**config.mk**
```make
export PLATFORM = sky130hd
export DESIGN_NAME = tile_ctrl_top
export DESIGN_NICKNAME = d
export VERILOG_FILES = /design/src/hw/domain_ctrl_pkg.sv /design/src/hw/reg_bus_pkg.sv /design/src/hw/tile_ctrl_top.sv /design/src/hw/soc_ctrl_regs.sv /design/src/hw/domain_ctrl_reg.sv /design/src/hw/reg_apb_bridge.sv
export VERILOG_INCLUDE_DIRS = /design/src /design/src/include
export SDC_FILE = /design/constraint.sdc
export NUM_CORES = 1
export LEC_CHECK = 0
export BUFFER_PORTS_ARGS = -buffer_cell sky130_fd_sc_hd__buf_2
export CORE_ASPECT_RATIO = 0.9
export CORE_MARGIN = 5
export CORE_UTILIZATION = 50
export CTS_CLUSTER_DIAMETER = 40
export DETAILED_ROUTE_END_ITERATION = 7
export PLACE_DENSITY = 0.84
export SLEW_MARGIN = 20
export SYNTH_ARGS = -nofsm -noshare
export SYNTH_HDL_FRONTEND = slang
export SYNTH_SLANG_ARGS = --single-unit
```
**constraint.sdc**
```tcl
create_clock -name clk_i -period 9.1 [get_ports clk_i]
set_clock_uncertainty 0.15 [all_clocks]
set_input_delay 1.82 -clock clk_i [delete_from_list [all_inputs] [get_ports clk_i]]
set_output_delay 1.82 -clock clk_i [all_outputs]
set_load 0.03 [all_outputs]
```
**src/include/tile_ctrl_settings.svh**
```systemverilog
// Tile control settings
// Bus widths, domain counts, register map and the error read pattern
// shared by the packages and the control-register RTL

`ifndef TILE_CTRL_SETTINGS_SVH
`define TILE_CTRL_SETTINGS_SVH

// Register and APB bus widths
`define TC_ADDR_WIDTH 32
`define TC_DATA_WIDTH 32
`define TC_STRB_WIDTH 4

// Neighbour domain counts
`define TC_NUM_CLUSTERS 4
`define TC_NUM_MEM_TILES 4

// Register byte offsets
`define TC_OFS_CLUSTER_RST    32'h0000_0000
`define TC_OFS_CLUSTER_CLK_EN 32'h0000_0004
`define TC_OFS_MEM_RST        32'h0000_0008
`define TC_OFS_MEM_CLK_EN     32'h0000_000C
`define TC_OFS_SPU_RST        32'h0000_0010
`define TC_OFS_SPU_CLK_EN     32'h0000_0014

// Read data for an unmapped address
`define TC_ERR_DATA 32'hCA11AB1E

`endif
```
**src/hw/domain_ctrl_pkg.sv**
```systemverilog
// Domain control types
// Reset and clock-enable fields for the compute clusters, the memory
// tiles and the signal-processing unit

`default_nettype none

`include "tile_ctrl_settings.svh"

package domain_ctrl_pkg;

  // rst_n is active low, so a cleared field holds the domain in reset

  typedef struct packed {
    logic [`TC_NUM_CLUSTERS-1:0] rst_n;
    logic [`TC_NUM_CLUSTERS-1:0] clk_en;
  } cluster_ctrl_t;

  typedef struct packed {
    logic [`TC_NUM_MEM_TILES-1:0] rst_n;
    logic [`TC_NUM_MEM_TILES-1:0] clk_en;
  } mem_tile_ctrl_t;

  // Single signal-processing unit
  typedef struct packed {
    logic rst_n;
    logic clk_en;
  } spu_ctrl_t;

endpackage

`default_nettype wire

```
**src/hw/reg_bus_pkg.sv**
```systemverilog
// Register bus types
// Request and response structs for the register interface and the APB
// link between the bridge and the control-register block

`default_nettype none

`include "tile_ctrl_settings.svh"

package reg_bus_pkg;

  ////////////////////////////////////////
  // Register interface
  ////////////////////////////////////////

  typedef struct packed {
    logic [`TC_ADDR_WIDTH-1:0] addr;
    logic                      write;
    logic [`TC_DATA_WIDTH-1:0] wdata;
    logic [`TC_STRB_WIDTH-1:0] wstrb;
    logic                      valid;
  } reg_req_t;

  // Ready is a one-cycle pulse carrying rdata and error
  typedef struct packed {
    logic [`TC_DATA_WIDTH-1:0] rdata;
    logic                      error;
    logic                      ready;
  } reg_rsp_t;

  ////////////////////////////////////////
  // APB
  ////////////////////////////////////////

  typedef struct packed {
    logic [`TC_ADDR_WIDTH-1:0] paddr;
    logic                      psel;
    logic                      penable;
    logic                      pwrite;
    logic [`TC_DATA_WIDTH-1:0] pwdata;
    logic [`TC_STRB_WIDTH-1:0] pstrb;
  } apb_req_t;

  // No pready since the slave never inserts wait states
  typedef struct packed {
    logic [`TC_DATA_WIDTH-1:0] prdata;
    logic                      pslverr;
  } apb_rsp_t;

endpackage

`default_nettype wire

```
**src/hw/tile_ctrl_top.sv**
```systemverilog
// Tile control-register path
// Register requests pass through the APB bridge into the control
// registers, whose fields drive the domain reset and clock enables

`timescale 1ns/100ps
`default_nettype none

`include "tile_ctrl_settings.svh"

module tile_ctrl_top (
  input  wire logic                         clk_i,
  input  wire logic                         reset_i,
  input  wire reg_bus_pkg::reg_req_t        reg_req_i,
  output reg_bus_pkg::reg_rsp_t             reg_rsp_o,
  output logic [`TC_NUM_CLUSTERS-1:0]       cluster_rst_n_o,
  output logic [`TC_NUM_CLUSTERS-1:0]       cluster_clk_en_o,
  output logic [`TC_NUM_MEM_TILES-1:0]      mem_tile_rst_n_o,
  output logic [`TC_NUM_MEM_TILES-1:0]      mem_tile_clk_en_o,
  output logic                              spu_rst_n_o,
  output logic                              spu_clk_en_o
);

  import reg_bus_pkg::*;
  import domain_ctrl_pkg::*;

  apb_req_t       apb_req;
  apb_rsp_t       apb_rsp;
  cluster_ctrl_t  cluster;
  mem_tile_ctrl_t mem_tile;
  spu_ctrl_t      spu;

  reg_apb_bridge reg_apb_bridge_inst (
    .clk_i    (clk_i),
    .reset_i  (reset_i),
    .reg_req_i(reg_req_i),
    .reg_rsp_o(reg_rsp_o),
    .apb_req_o(apb_req),
    .apb_rsp_i(apb_rsp)
  );

  soc_ctrl_regs soc_ctrl_regs_inst (
    .clk_i     (clk_i),
    .reset_i   (reset_i),
    .apb_req_i (apb_req),
    .apb_rsp_o (apb_rsp),
    .cluster_o (cluster),
    .mem_tile_o(mem_tile),
    .spu_o     (spu)
  );

  // Domain control fan-out
  assign cluster_rst_n_o   = cluster.rst_n;
  assign cluster_clk_en_o  = cluster.clk_en;
  assign mem_tile_rst_n_o  = mem_tile.rst_n;
  assign mem_tile_clk_en_o = mem_tile.clk_en;
  assign spu_rst_n_o       = spu.rst_n;
  assign spu_clk_en_o      = spu.clk_en;

endmodule

`default_nettype wire

```
**src/hw/soc_ctrl_regs.sv**
```systemverilog
// Tile control registers
// APB slave with the reset and clock-enable registers of the clusters,
// memory tiles and signal-processing unit; unmapped offsets answer
// with an error and a fixed pattern

`timescale 1ns/100ps
`default_nettype none

`include "tile_ctrl_settings.svh"

module soc_ctrl_regs (
  input  wire logic                        clk_i,
  input  wire logic                        reset_i,
  input  wire reg_bus_pkg::apb_req_t       apb_req_i,
  output reg_bus_pkg::apb_rsp_t            apb_rsp_o,
  output domain_ctrl_pkg::cluster_ctrl_t   cluster_o,
  output domain_ctrl_pkg::mem_tile_ctrl_t  mem_tile_o,
  output domain_ctrl_pkg::spu_ctrl_t       spu_o
);

  import domain_ctrl_pkg::*;

  logic                      access;
  logic                      wr_access;
  logic                      mapped;
  logic [`TC_DATA_WIDTH-1:0] rdata;

  logic cluster_rst_hit;
  logic cluster_clk_en_hit;
  logic mem_rst_hit;
  logic mem_clk_en_hit;
  logic spu_rst_hit;
  logic spu_clk_en_hit;

  ////////////////////////////////////////
  // Address decode and read data
  ////////////////////////////////////////

  assign access    = apb_req_i.psel && apb_req_i.penable;
  assign wr_access = access && apb_req_i.pwrite;

  always_comb begin
    cluster_rst_hit    = 1'b0;
    cluster_clk_en_hit = 1'b0;
    mem_rst_hit        = 1'b0;
    mem_clk_en_hit     = 1'b0;
    spu_rst_hit        = 1'b0;
    spu_clk_en_hit     = 1'b0;
    mapped             = 1'b1;
    rdata              = '0;
    case (apb_req_i.paddr)
      `TC_OFS_CLUSTER_RST: begin
        cluster_rst_hit                  = 1'b1;
        rdata[`TC_NUM_CLUSTERS-1:0]      = cluster_o.rst_n;
      end
      `TC_OFS_CLUSTER_CLK_EN: begin
        cluster_clk_en_hit               = 1'b1;
        rdata[`TC_NUM_CLUSTERS-1:0]      = cluster_o.clk_en;
      end
      `TC_OFS_MEM_RST: begin
        mem_rst_hit                      = 1'b1;
        rdata[`TC_NUM_MEM_TILES-1:0]     = mem_tile_o.rst_n;
      end
      `TC_OFS_MEM_CLK_EN: begin
        mem_clk_en_hit                   = 1'b1;
        rdata[`TC_NUM_MEM_TILES-1:0]     = mem_tile_o.clk_en;
      end
      `TC_OFS_SPU_RST: begin
        spu_rst_hit = 1'b1;
        rdata[0]    = spu_o.rst_n;
      end
      `TC_OFS_SPU_CLK_EN: begin
        spu_clk_en_hit = 1'b1;
        rdata[0]       = spu_o.clk_en;
      end
      default: begin
        // Error slave behaviour
        mapped = 1'b0;
        rdata  = `TC_ERR_DATA;
      end
    endcase
  end

  assign apb_rsp_o.prdata  = rdata;
  assign apb_rsp_o.pslverr = access && !mapped;

  ////////////////////////////////////////
  // Domain registers
  ////////////////////////////////////////

  domain_ctrl_reg #(
    .ctrl_t(cluster_ctrl_t)
  ) cluster_reg_inst (
    .clk_i      (clk_i),
    .reset_i    (reset_i),
    .rst_we_i   (wr_access && cluster_rst_hit),
    .clk_en_we_i(wr_access && cluster_clk_en_hit),
    .wdata_i    (apb_req_i.pwdata),
    .wstrb_i    (apb_req_i.pstrb),
    .ctrl_o     (cluster_o)
  );

  domain_ctrl_reg #(
    .ctrl_t(mem_tile_ctrl_t)
  ) mem_tile_reg_inst (
    .clk_i      (clk_i),
    .reset_i    (reset_i),
    .rst_we_i   (wr_access && mem_rst_hit),
    .clk_en_we_i(wr_access && mem_clk_en_hit),
    .wdata_i    (apb_req_i.pwdata),
    .wstrb_i    (apb_req_i.pstrb),
    .ctrl_o     (mem_tile_o)
  );

  domain_ctrl_reg #(
    .ctrl_t(spu_ctrl_t)
  ) spu_reg_inst (
    .clk_i      (clk_i),
    .reset_i    (reset_i),
    .rst_we_i   (wr_access && spu_rst_hit),
    .clk_en_we_i(wr_access && spu_clk_en_hit),
    .wdata_i    (apb_req_i.pwdata),
    .wstrb_i    (apb_req_i.pstrb),
    .ctrl_o     (spu_o)
  );

endmodule

`default_nettype wire

```
**src/hw/domain_ctrl_reg.sv**
```systemverilog
// Domain control register pair
// Holds the reset and clock-enable fields of one domain group, field
// width taken from the control type, written bytewise under strobes

`timescale 1ns/100ps
`default_nettype none

`include "tile_ctrl_settings.svh"

module domain_ctrl_reg #(
  parameter type ctrl_t = domain_ctrl_pkg::spu_ctrl_t
) (
  input  wire logic                      clk_i,
  input  wire logic                      reset_i,
  input  wire logic                      rst_we_i,
  input  wire logic                      clk_en_we_i,
  input  wire logic [`TC_DATA_WIDTH-1:0] wdata_i,
  input  wire logic [`TC_STRB_WIDTH-1:0] wstrb_i,
  output ctrl_t                          ctrl_o
);

  // Both fields share one width
  localparam int unsigned field_w = $bits(ctrl_t) / 2;

  ctrl_t              ctrl_q;
  logic [field_w-1:0] rst_n_d;
  logic [field_w-1:0] clk_en_d;

  always_comb begin
    rst_n_d  = ctrl_q.rst_n;
    clk_en_d = ctrl_q.clk_en;
    for (int i = 0; i < field_w; i++) begin
      // Bit i lives in byte i/8
      if (wstrb_i[i/8]) begin
        if (rst_we_i) begin
          rst_n_d[i] = wdata_i[i];
        end
        if (clk_en_we_i) begin
          clk_en_d[i] = wdata_i[i];
        end
      end
    end
  end

  // Cleared state keeps the domains in reset with clocks gated
  always_ff @(posedge clk_i) begin
    if (reset_i) begin
      ctrl_q <= '0;
    end else begin
      ctrl_q.rst_n  <= rst_n_d;
      ctrl_q.clk_en <= clk_en_d;
    end
  end

  assign ctrl_o = ctrl_q;

endmodule

`default_nettype wire

```
**src/hw/reg_apb_bridge.sv**
```systemverilog
// Register-interface to APB bridge
// Turns one register request into an APB setup and access phase and
// returns the slave's answer as a single-cycle ready pulse

`timescale 1ns/100ps
`default_nettype none

`include "tile_ctrl_settings.svh"

module reg_apb_bridge (
  input  wire logic                  clk_i,
  input  wire logic                  reset_i,
  input  wire reg_bus_pkg::reg_req_t reg_req_i,
  output reg_bus_pkg::reg_rsp_t      reg_rsp_o,
  output reg_bus_pkg::apb_req_t      apb_req_o,
  input  wire reg_bus_pkg::apb_rsp_t apb_rsp_i
);

  typedef enum logic [1:0] {
    st_idle,
    st_setup,
    st_access
  } state_e;

  state_e state_q;
  state_e state_d;

  logic                      accept;
  logic [`TC_ADDR_WIDTH-1:0] paddr_q;
  logic                      pwrite_q;
  logic [`TC_DATA_WIDTH-1:0] pwdata_q;
  logic [`TC_STRB_WIDTH-1:0] pstrb_q;

  ////////////////////////////////////////
  // State machine
  ////////////////////////////////////////

  // New request is taken only from idle, otherwise it waits
  assign accept = (state_q == st_idle) && reg_req_i.valid;

  always_comb begin
    state_d = state_q;
    case (state_q)
      st_idle: begin
        if (accept) begin
          state_d = st_setup;
        end
      end
      st_setup: begin
        state_d = st_access;
      end
      st_access: begin
        // Slave always completes in the access cycle
        state_d = st_idle;
      end
      default: begin
        state_d = st_idle;
      end
    endcase
  end

  always_ff @(posedge clk_i) begin
    if (reset_i) begin
      state_q <= st_idle;
    end else begin
      state_q <= state_d;
    end
  end

  ////////////////////////////////////////
  // Request capture
  ////////////////////////////////////////

  always_ff @(posedge clk_i) begin
    if (accept) begin
      paddr_q  <= reg_req_i.addr;
      pwrite_q <= reg_req_i.write;
      pwdata_q <= reg_req_i.wdata;
      pstrb_q  <= reg_req_i.wstrb;
    end
  end

  ////////////////////////////////////////
  // APB and response outputs
  ////////////////////////////////////////

  assign apb_req_o.paddr   = paddr_q;
  assign apb_req_o.psel    = (state_q != st_idle);
  assign apb_req_o.penable = (state_q == st_access);
  assign apb_req_o.pwrite  = pwrite_q;
  assign apb_req_o.pwdata  = pwdata_q;
  assign apb_req_o.pstrb   = pstrb_q;

  // Slave answer is passed straight through with the ready pulse
  assign reg_rsp_o.rdata = apb_rsp_i.prdata;
  assign reg_rsp_o.error = apb_rsp_i.pslverr;
  assign reg_rsp_o.ready = (state_q == st_access);

endmodule

`default_nettype wire

```
==> impl_metrics.tcl <==
set metrics [dict create \
    use_met1 0.186 \
    postSynthAreaPerCell_um2 14.0 \
    gr-total-overflow 0 \
    cts.sinks 58 \
    top_usage_layer "met2" \
    synth_compound_area_frac 0.00629 \
    routed_wl_mm 4.85 \
    use_met3 0.0618 \
    postCtsSetupBuffers 0 \
    worstPathRequired_ns 7.13 \
    hpwl_mm 3.61 \
    synth_seq_cells 58 \
    initial_core_util 0.525 \
    cp-end-kind "output port" \
    io_pins 124 \
    cts-hold-fix-buffers 0 \
    numCtsBuffers 9 \
    die-area_um2 6720 \
    r2r-end "soc_ctrl_regs_inst.cluster_reg_inst.ctrl_o[5]" \
    period_needed_ns 4.23 \
    critPathArrivalTime_ns 2.26 \
    cts_tree "yes" \
    period_share 0.465 \
    clk_pin_slew_ns 0.07 \
    fin_tns_setup_ns 0 \
    critPathLaunchType "register" \
    drc 0 \
    final_antenna_net_count 0 \
    grt_usage 0.156 \
    drt_first_pass_iters 4 \
    holdWs_ns 0.338 \
    die_y_um 78.2 \
    routabilityCongestion 0.772 \
    fin_ws_ns 4.87 \
    slew_violations 0 \
    hold_violations 0 \
    synthMuxAreaShare 0.108 \
    fmax_ghz 0.236 \
    postSynthCellCount 185 \
    grt_pass1_wl_mm 7.87 \
    cts_root_buf "clkbuf_8" \
    rows 24 \
    critical_path.max_fanout 12 \
    layout_common_cells "76 x buf_2, 38 x edfxtp_1, 21 x nand2b_1, 20 x dfxtp_1, 19 x mux2i_1" \
    synthTopCellsByArea "edfxtp_1 44%, dfxtp_1 15%, buf_4 8.7%, mux2i_1 7.4%, nand2b_1 5.1%" \
    synthFlopType "edfxtp_1" \
    antenna_found_initial 0 \
    pre_cts_ws_ns 5.21 \
    synthSimpleGateAreaFrac 0.188 \
    rsz0062_at_grt "no" \
    grt_pass1_vias 1556 \
    port_buffers 76 \
    synthAdderAreaFrac 0 \
    finalSetupViolCount 0 \
    drive_gt1_frac 0.417 \
    synth-edff-count 38 \
    core_area_um2 4920 \
    netlist_area_um2 2590 \
    nets 326 \
    synth-xor-area-share 0 \
    drt_iter0_drc 85 \
    hold_start "soc_ctrl_regs_inst.mem_tile_reg_inst.ctrl_o[7]" \
    drv_cap 0 \
    synth_cell_types 28 \
    hold_class "register to register" \
    powerDensity_nw_per_um2 192 \
    r2r_slack_ns 7.04 \
    ir_drop_v 0.000107 \
    synth-seq-area-share 0.596 \
    reg2reg_from "reg_apb_bridge_inst.paddr_q[25]" \
    diodes 0 \
    grt_start_max_net_pins 40 \
    min_delay_worst_endpoint "soc_ctrl_regs_inst.mem_tile_reg_inst.ctrl_o[7]" \
    die_w_um 85.8 \
    cts_resized 0 \
    synth_top_family_by_area "simple AND/OR/NAND/NOR gates" \
    routedWlPerCell_um 15.0 \
    outcome "finished, final reports clean" \
    clk_latency_ns 0.33 \
    syn_to_final_growth_pct 19.1 \
    htreeDepth 3 \
    worstSetupPathType "register to output port" \
    power.leakage_nw 1.30 \
    nFillCells 403 \
    vias 1572 \
    drt-vias-per-instance 4.85 \
    yosysTopAreaCellShare 0.441 \
    final_common_cell "buf_2" \
    synthArstFlopShare 0 \
    use_met2 0.255 \
    synth_area_leader_cell "edfxtp_1" \
    synth_warnings 0 \
    min_path_cells 2 \
    cts.path.max_buffers 2 \
    reg2reg_depth 4 \
]
## worst max-delay path, stage by stage, from the launching register on
cell and delay (ns):
edfxtp_1 0.36, nor4_1 0.46, nand4_1 0.18, nor2_1 0.40
nand2_1 0.28, buf_2 0.25
## registers in the layout, summed over array words and instances (netlist names)
register,cells
reg_apb_bridge_inst.state_q,2
reg_apb_bridge_inst.pstrb_q,1
soc_ctrl_regs_inst.cluster_reg_inst.ctrl_o,8
reg_apb_bridge_inst.pwrite_q,1
soc_ctrl_regs_inst.mem_tile_reg_inst.ctrl_o,8
reg_apb_bridge_inst.paddr_q,32
reg_apb_bridge_inst.pwdata_q,4
soc_ctrl_regs_inst.spu_reg_inst.ctrl_o,2
## worst max path at each step
| stage | start | endpoint | slack [ns] | depth (start not counted) |
|---|---|---|---|---|
| floorplan | reg_req_i[0] | reg_apb_bridge_inst.paddr_q[0] | 3.81 | 1 |
| global placement | reg_apb_bridge_inst.paddr_q[25] | reg_rsp_o[10] | 5.27 | 5 |
| detailed placement | reg_apb_bridge_inst.paddr_q[25] | reg_rsp_o[22] | 5.21 | 5 |
| CTS | reg_apb_bridge_inst.paddr_q[25] | reg_rsp_o[22] | 4.84 | 5 |
| global route | reg_apb_bridge_inst.paddr_q[25] | reg_rsp_o[22] | 4.70 | 5 |
| finish | reg_apb_bridge_inst.paddr_q[25] | reg_rsp_o[22] | 4.87 | 5 |
## logic make-up (layout without fill, tap and decap cells)
kind of cell    after synthesis  after routing
simple gates                 66             66
buf+inv                      35             94
other cells                   1             16
compound gates                2              2
mux                          23             23
flops                        58             58
## metrics by stage
step	total power [W]	cell area, µm²	cells	utilization
6_report	0.000591	3080	324	0.626
5_1_grt	0.000619	3080	324	0.626
4_1_cts	0.000598	3080	324	0.626
3_5_place_dp	0.000341	2860	308	0.581
3_3_place_gp	0.000339	2860	308	0.581
2_1_floorplan	0.000333	2640	200	-
## layout make-up
| cell class | count | area, µm² | share of cell area |
|---|---|---|---|
| inverter | 1 | 3.75 | 0.00122 |
| clock buffer | 11 | 141 | 0.0459 |
| sequential | 58 | 1540 | 0.500 |
| multi-input combinational | 107 | 848 | 0.275 |
| timing repair buffer | 77 | 388 | 0.126 |
| tap | 65 | 81.3 | 0.0264 |
| clock inverter | 5 | 77.6 | 0.0252 |
## cell usage after synthesis, drive strengths merged, types with 2 or more instances
master / count
edfxtp: 38
buf: 32
nand2b: 21
dfxtp: 20
mux2i: 19
nand3: 9
nor4: 8
nand2: 7
nor3: 6
mux4: 4
and4: 2
clkbuf: 2
nand4: 2
nor2: 2
nor2b: 2
nor3b: 2
or2b: 2
## layer usage
layer | vias to the layer above | part of all wire
li1 | 772 | -
met1 | 717 | 0.39
met2 | 75 | 0.50
met3 | 8 | 0.096
met4 | 0 | 0.012
met5 | - | 0
## power breakdown
group          switching (W)  internal [W]  total (W)
registers         0.00000711      0.000295   0.000302
clock network      0.0000958      0.000161   0.000256
logic              0.0000214     0.0000114  0.0000327
total               0.000124      0.000467   0.000591
No activity file was read; power rests on OpenSTA's default activity.
